**src/logic/dcache_pkg.sv**
```systemverilog
package dcache_pkg;

  localparam int XLEN   = 64;   // core data word
  localparam int ADDR_W = 32;   // byte address
  localparam int LINE_W = 128;  // one sram bank word
  localparam int BEATS  = 8;    // 64-bit beats per 64-byte line

  // one bank word seen either as two doublewords or as sixteen bytes.
  // store data is placed by dw, the write mask is built by b
  typedef union packed {
    logic [1:0][XLEN-1:0] dw;
    logic [15:0][7:0]     b;
  } dc_line_u;

  typedef enum logic [2:0] {
    IDLE,         // wait for core request
    LOOKUP,       // tag compare, sram data valid
    HIT_DONE,     // result registered, raise ack
    WB_READ,      // latch victim beat from the banks
    WB_BEAT,      // write beat handshake to memory
    ALLOC_BEAT,   // refill beat handshake from memory
    REFILL_DONE,  // re-read bank, merge store, update tag
    ACK_LOW       // wait for core to drop req
  } dc_state_e;

endpackage

```
**src/logic/dcache_ctrl.sv**
```systemverilog
`timescale 1ns/10ps

module dcache_ctrl #(
  parameter int IDX_LEN = 6,
  parameter int BLK_LEN = 6,
  localparam int TAG_W = dcache_pkg::ADDR_W - IDX_LEN - BLK_LEN
) (
  input  logic                          clk,
  input  logic                          arst_n_i,
  // core side
  input  logic                          req_i,
  input  logic [dcache_pkg::ADDR_W-1:0] addr_i,
  input  logic                          wen_i,
  input  logic [dcache_pkg::XLEN-1:0]   wdata_i,
  input  logic [7:0]                    wstrb_i,
  output logic                          ack_o,
  output logic [dcache_pkg::XLEN-1:0]   rdata_o,
  // memory side, one handshake per beat
  output logic                          mem_req_o,
  output logic                          mem_we_o,
  output logic [dcache_pkg::ADDR_W-1:0] mem_addr_o,
  output logic [dcache_pkg::XLEN-1:0]   mem_wdata_o,
  input  logic                          mem_ack_i,
  input  logic [dcache_pkg::XLEN-1:0]   mem_rdata_i,
  // data array
  output logic [IDX_LEN-1:0]            index_o,
  output logic [BLK_LEN-1:0]            blk_addr_o,
  output logic [2:0]                    burst_count_o,
  output logic                          allocate_valid_o,
  output logic                          writeback_valid_o,
  output logic                          data_wen_o,
  output logic [dcache_pkg::XLEN-1:0]   line_wdata_o,
  output logic [7:0]                    wstrb_o,
  input  logic [dcache_pkg::XLEN-1:0]   data_rdata_i,
  input  logic [dcache_pkg::XLEN-1:0]   writeback_data_i,
  // tag array
  output logic [TAG_W-1:0]              tag_o,
  output logic                          tag_wen_o,
  output logic                          set_dirty_o,
  output logic                          clr_dirty_o,
  input  logic                          hit_i,
  input  logic                          dirty_i,
  input  logic [TAG_W-1:0]              victim_tag_i
);

  import dcache_pkg::*;

  dc_state_e        state_q;
  logic [2:0]       cnt_q;        // beat number within the line
  logic             ack_q;
  logic             mem_req_q;
  logic [TAG_W-1:0] tag_q;
  logic [IDX_LEN-1:0] idx_q;
  logic [BLK_LEN-1:0] blk_q;
  logic             wen_q;
  logic [XLEN-1:0]  wdata_q;
  logic [7:0]       wstrb_q;
  logic [XLEN-1:0]  rdata_q;
  logic [XLEN-1:0]  mem_wdata_q;
  logic             in_wb;
  logic             in_alloc;
  logic             beat_take;
  logic             beat_done;
  logic             last_beat;
  logic             store_hit;
  logic [TAG_W-1:0] line_tag;

  assign in_wb     = (state_q == WB_READ) || (state_q == WB_BEAT);
  assign in_alloc  = state_q == ALLOC_BEAT;
  assign beat_take = mem_req_q & mem_ack_i;     // memory answered this beat
  assign beat_done = ~mem_req_q & ~mem_ack_i;   // back at rest
  assign last_beat = cnt_q == 3'(BEATS - 1);
  assign store_hit = (state_q == LOOKUP) & hit_i & wen_q;

  always_ff @(posedge clk or negedge arst_n_i) begin
    if (!arst_n_i) begin
      state_q   <= IDLE;
      cnt_q     <= '0;
      ack_q     <= 1'b0;
      mem_req_q <= 1'b0;
    end else begin
      case (state_q)
        IDLE: begin
          if (req_i) begin
            state_q <= LOOKUP;
          end
        end
        LOOKUP: begin
          cnt_q <= '0;
          if (hit_i) begin
            state_q <= HIT_DONE;
          end else if (dirty_i) begin
            state_q <= WB_READ;   // old line goes out first
          end else begin
            state_q   <= ALLOC_BEAT;
            mem_req_q <= 1'b1;
          end
        end
        HIT_DONE: begin
          ack_q   <= 1'b1;
          state_q <= ACK_LOW;
        end
        WB_READ: begin
          mem_req_q <= 1'b1;
          state_q   <= WB_BEAT;
        end
        WB_BEAT: begin
          if (beat_take) begin
            mem_req_q <= 1'b0;
          end else if (beat_done) begin
            cnt_q <= cnt_q + 3'd1;   // wraps to 0 for the refill
            if (last_beat) begin
              state_q   <= ALLOC_BEAT;
              mem_req_q <= 1'b1;
            end else begin
              state_q <= WB_READ;
            end
          end
        end
        ALLOC_BEAT: begin
          if (beat_take) begin
            mem_req_q <= 1'b0;
          end else if (beat_done) begin
            if (last_beat) begin
              state_q <= REFILL_DONE;
            end else begin
              cnt_q     <= cnt_q + 3'd1;
              mem_req_q <= 1'b1;
            end
          end
        end
        REFILL_DONE: begin
          ack_q   <= 1'b1;
          state_q <= ACK_LOW;
        end
        ACK_LOW: begin
          if (!req_i) begin
            ack_q   <= 1'b0;
            state_q <= IDLE;
          end
        end
        default: state_q <= IDLE;
      endcase
    end
  end

  always_ff @(posedge clk) begin
    if (state_q == IDLE && req_i) begin
      {tag_q, idx_q, blk_q} <= addr_i;
      wen_q                 <= wen_i;
      wdata_q               <= wdata_i;
      wstrb_q               <= wstrb_i;
    end
    // refill case reads the bank once more after the last beat landed
    if (state_q == LOOKUP || state_q == REFILL_DONE) begin
      rdata_q <= data_rdata_i;
    end
    if (state_q == WB_READ) begin
      mem_wdata_q <= writeback_data_i;
    end
  end

  // sram sees the incoming set while idle so data is ready in LOOKUP
  assign index_o           = (state_q == IDLE) ? addr_i[BLK_LEN +: IDX_LEN] : idx_q;
  assign blk_addr_o        = blk_q;
  assign burst_count_o     = cnt_q;
  assign allocate_valid_o  = in_alloc;
  assign writeback_valid_o = in_wb;
  assign data_wen_o        = store_hit | (in_alloc & beat_take) |
                             ((state_q == REFILL_DONE) & wen_q);
  assign line_wdata_o      = in_alloc ? mem_rdata_i : wdata_q;
  assign wstrb_o           = wstrb_q;

  assign tag_o       = tag_q;
  assign tag_wen_o   = state_q == REFILL_DONE;
  assign set_dirty_o = store_hit | (tag_wen_o & wen_q);  // store merged into line
  assign clr_dirty_o = tag_wen_o & ~wen_q;

  // victim tag for writeback, request tag for refill
  assign line_tag    = in_wb ? victim_tag_i : tag_q;
  assign mem_addr_o  = {line_tag, idx_q, {BLK_LEN{1'b0}}} | ADDR_W'({cnt_q, 3'b000});
  assign mem_we_o    = in_wb;
  assign mem_req_o   = mem_req_q;
  assign mem_wdata_o = mem_wdata_q;

  assign ack_o   = ack_q;
  assign rdata_o = rdata_q;

endmodule

```
**config.mk**
```make
export PLATFORM = sky130hd
export DESIGN_NAME = dcache_ctrl
export DESIGN_NICKNAME = d
export VERILOG_FILES = /design/src/logic/dcache_pkg.sv /design/src/logic/dcache_ctrl.sv
export SDC_FILE = /design/constraint.sdc
export NUM_CORES = 1
export LEC_CHECK = 0
export BUFFER_PORTS_ARGS = -buffer_cell sky130_fd_sc_hd__buf_2
export CORE_AREA = 2 2 231 233
export DETAILED_ROUTE_END_ITERATION = 6
export DIE_AREA = 0 0 233 235
export MAX_ROUTING_LAYER = met4
export PLACE_DENSITY = 0.38
export SLEW_MARGIN = 20
export SYNTH_ARGS = -nofsm -noshare
export SYNTH_HDL_FRONTEND = slang
export SYNTH_SLANG_ARGS = --single-unit
```
**constraint.sdc**
```tcl
create_clock -name clk -period 14 [get_ports clk]
set_input_delay 2.1 -clock clk [delete_from_list [all_inputs] [get_ports clk]]
set_output_delay 2.1 -clock clk [all_outputs]
set_load 0.02 [all_outputs]
```
==> summary.md <==
| Metric | Value |
|---|---|
| Max_slew headroom | `0.3747` |
| # rows | `84` |
| Core Area | `52,240 sq um` |
| Psw | `0.8944 mW` |
| Synth Area in Adders | `0.006864` |
| Worst min-delay path class | `flip-flop to flip-flop` |
| Sequential area share after synthesis | `0.7897` |
| Setup slack, reg-to-reg | `10.66 ns` |
| FF-to-FF End | `idx_q[2]` |
| Comb pwr share | `0.339` |
| Synth top area share | `0.7677` |
| Die W | `233 um` |
| Worst hold start | `ack_o` |
| Complex-gate fraction of the synthesized area | `0.02210` |
| Syn Area/Cell | `21.34 sq um` |
| Total of max-cap violations | `0` |
| Most frequent cells after synthesis | `233 x edfxtp_1, 59 x mux2_4, 31 x mux2_2` |
| Inst Count DP | `1,695` |
| CTS clk-pin slew, worst paths | `0.06 ns` |
| #FFs+latches synth | `241` |
| Post-synth cell types | `42` |
| Number of remaining DRC errors | `0` |
| Cts repair resizes | `0` |
| Area fraction in and, or, nand and nor cells after synthesis | `0.02169` |
| Pwr/cell area | `191.4 nW/um^2` |
| Share of cells above drive strength 1 | `0.6991` |
| Critical path fanouts, max | `55` |
| Required @ worst endpoint | `11.90 ns` |
| Pint | `1.749 mW` |
| Starting DRT DRC Count | `182` |
| Post-synthesis mux area share | `0.1366` |
| Clock root buffer | `clkbuf_16` |
| Die Y | `235 um` |
| Slew at the pin closest to its max-slew limit | `0.9379 ns` |
| Finished Layout Cells | `1,753` |
| Die footprint | `54,760 sq um` |
| Period utilization | `0.3897` |
| ANT nets after route | `0` |
| XOR/XNOR Fraction of Synth Area | `0` |
| Worst Clk Skew | `0.01434 ns` |
| Critical Path AT | `3.36 ns` |
| Cell count of the worst reg-to-reg path | `3` |
| Via-to-Cell Ratio | `3.548` |
| Crit Path Class | `flip-flop to primary output` |
| GRT Overall Usage | `0.1038` |
| RSZ-0062 raised after global routing | `false` |
| Startpoint types | `flip-flop` |
| Clock latency on the worst-skew pair | `0.56 ns` |
| Max Root-Sink Buffers | `3` |
| Worst Hold Depth | `2` |
| Final wirelength | `29,450 um` |
| Max VDD drop | `0.1173 mV` |
| Pleak | `5.891 nW` |
| Mapped Area | `9114 sq um` |
| Number of global-route vias before repair | `6,524` |
| Net switching fraction of the power | `0.3383` |
| Initial antenna violation count | `6` |
| Nets@finish | `1,366` |
| Fillers | `5,410` |
| Setup bufs post-CTS | `0` |
| First-pass detailed-route iteration total | `4` |
| Synth top area cells | `edfxtp_1 77%, mux2_4 9.7%, mux2_2 3.8%` |
| Post-synth EDFFs | `233` |
| Yosys warns | `0` |
| I/O pin cnt | `599` |
| Congestion Overflow GR | `0` |
| P&R area growth vs syn | `51.58%` |
| Count leader, synth | `edfxtp_1` |
| Htree depth | `1` |
| Post-detailed-route wirelength per cell | `16.80 um` |
| PortBufs | `595` |
| Fmax achieved | `183.3 MHz` |
| GP Congestion | `0.7496` |
| CTS buffer count | `29` |
| CTS tree | `built` |
| CP Capture Type | `primary output` |
| Sequential share of power | `0.374` |
| Commonest register cell after synthesis | `edfxtp_1` |
| Clock power share | `0.287` |
| Gate Count Post-Synth | `427` |
| Initial Util | `0.1745` |
| Ys async rst share | `0.03320` |
| Setup Viol. Count Final | `0` |
| Slew Viols, Final | `0` |
| Min Tclk post-route | `5.456 ns` |
| Largest net degree at the start of global routing | `65` |
| Area leader, netlist | `edfxtp_1` |
| Hold Path Sink | `ack_o` |
| First-pass GRT wire length | `41,030 um` |
| Final worst slack | `8.544 ns` |
| CTS sink cnt | `241` |
| Hold_buf cts | `0` |
| Reg-to-reg startpoint | `state_q[2]` |
| Endpoints failing hold | `0` |
| Via count | `6,220` |
| DP HPWL | `23,070 um` |
| Fin Setup TNS | `0 ns` |
| Largest family of logic cells by synthesized area | `multiplexers` |
| Dpl ws | `8.942 ns` |
| Status | `complete, no violations` |
-- placed cells by master, fill, tap and decap left out, types with 5 or more instances in the layout --
cell type and count:
buf_2 595, edfxtp_1 233, mux2_4 59, mux2_2 31, clkbuf_16 29, inv_1 9, dfrtp_1 8, a21oi_1 7
nand2_1 6, clkbuf_1 6, diode_2 5, ha_1 5, clkbuf_8 5
-- per-layer routing --
layer	up-vias	GRT usage	share of wire
met5	-	-	0
met2	359	0.1875	0.52
li1	2909	-	-
met3	41	0.04114	0.11
met1	2911	0.1011	0.34
met4	0	0.03108	0.024
-- flip-flops by register name, summed over array words and instances (netlist names) --
signal,cells
ack_o,1
blk_addr_o,6
burst_count_o,3
idx_q,6
mem_req_o,1
mem_wdata_o,64
rdata_o,64
state_q,3
tag_o,20
wdata_q,64
wen_q,1
wstrb_o,8
-- how the worst max path moves through the flow --
stage	slack (ns)	start	end
floorplan	9.00	req_i	blk_addr_o[0]
global placement	8.95	hit_i	data_wen_o
detailed placement	8.94	hit_i	data_wen_o
CTS	8.48	state_q[2]	line_wdata_o[2]
global route	8.35	state_q[2]	line_wdata_o[2]
finish	8.54	state_q[2]	line_wdata_o[2]
-- worst max-delay path: stages (launching register included) --
cell     delay [ns]
dfrtp_1        0.95
and2_4         0.44
buf_4          0.71
mux2_2         0.41
buf_2          0.16
-- kinds of logic after synthesis --
kind of cell | after synthesis
flops | 241
mux | 91
simple gates | 31
buf+inv | 30
compound gates | 28
fa+ha+maj | 5
other cells | 1
-- per-stage QoR --
step                      hold WS [ns]  total power [mW]  area (sq um)  utilization
final                           0.5106             2.644         13810       0.2645
after global routing            0.5697             2.780         13810       0.2645
after CTS                       0.5254             2.701         13800       0.2642
after detailed placement        0.5047             1.921         12840       0.2459
after global placement          0.5120             1.925         12840       0.2459
after floorplan                 0.6196             1.639          9121            -
-- power by group through the flow --
stage                     Combinational [mW]  Sequential [mW]  Clock (mW)
final                                  0.896            0.990       0.758
after global routing                   0.960             1.00       0.815
after CTS                              0.917            0.992       0.791
after detailed placement               0.916             1.01           0
after global placement                 0.920             1.00           0
after floorplan                        0.531             1.11           0
-- layout make-up --
| cell class | count | area [sq um] | share of cell area |
|---|---|---|---|
| sequential | 241 | 7197 | 0.5210 |
| antenna | 5 | 12.51 | 0.0009057 |
| tap | 688 | 860.8 | 0.06231 |
| inverter | 9 | 33.78 | 0.002445 |
| clock inverter | 13 | 142.6 | 0.01033 |
| timing repair buffer | 599 | 3008 | 0.2177 |
| multi-input combinational | 158 | 1743 | 0.1262 |
| clock buffer | 40 | 817.0 | 0.05914 |
Power figures use the tool's default switching activity.
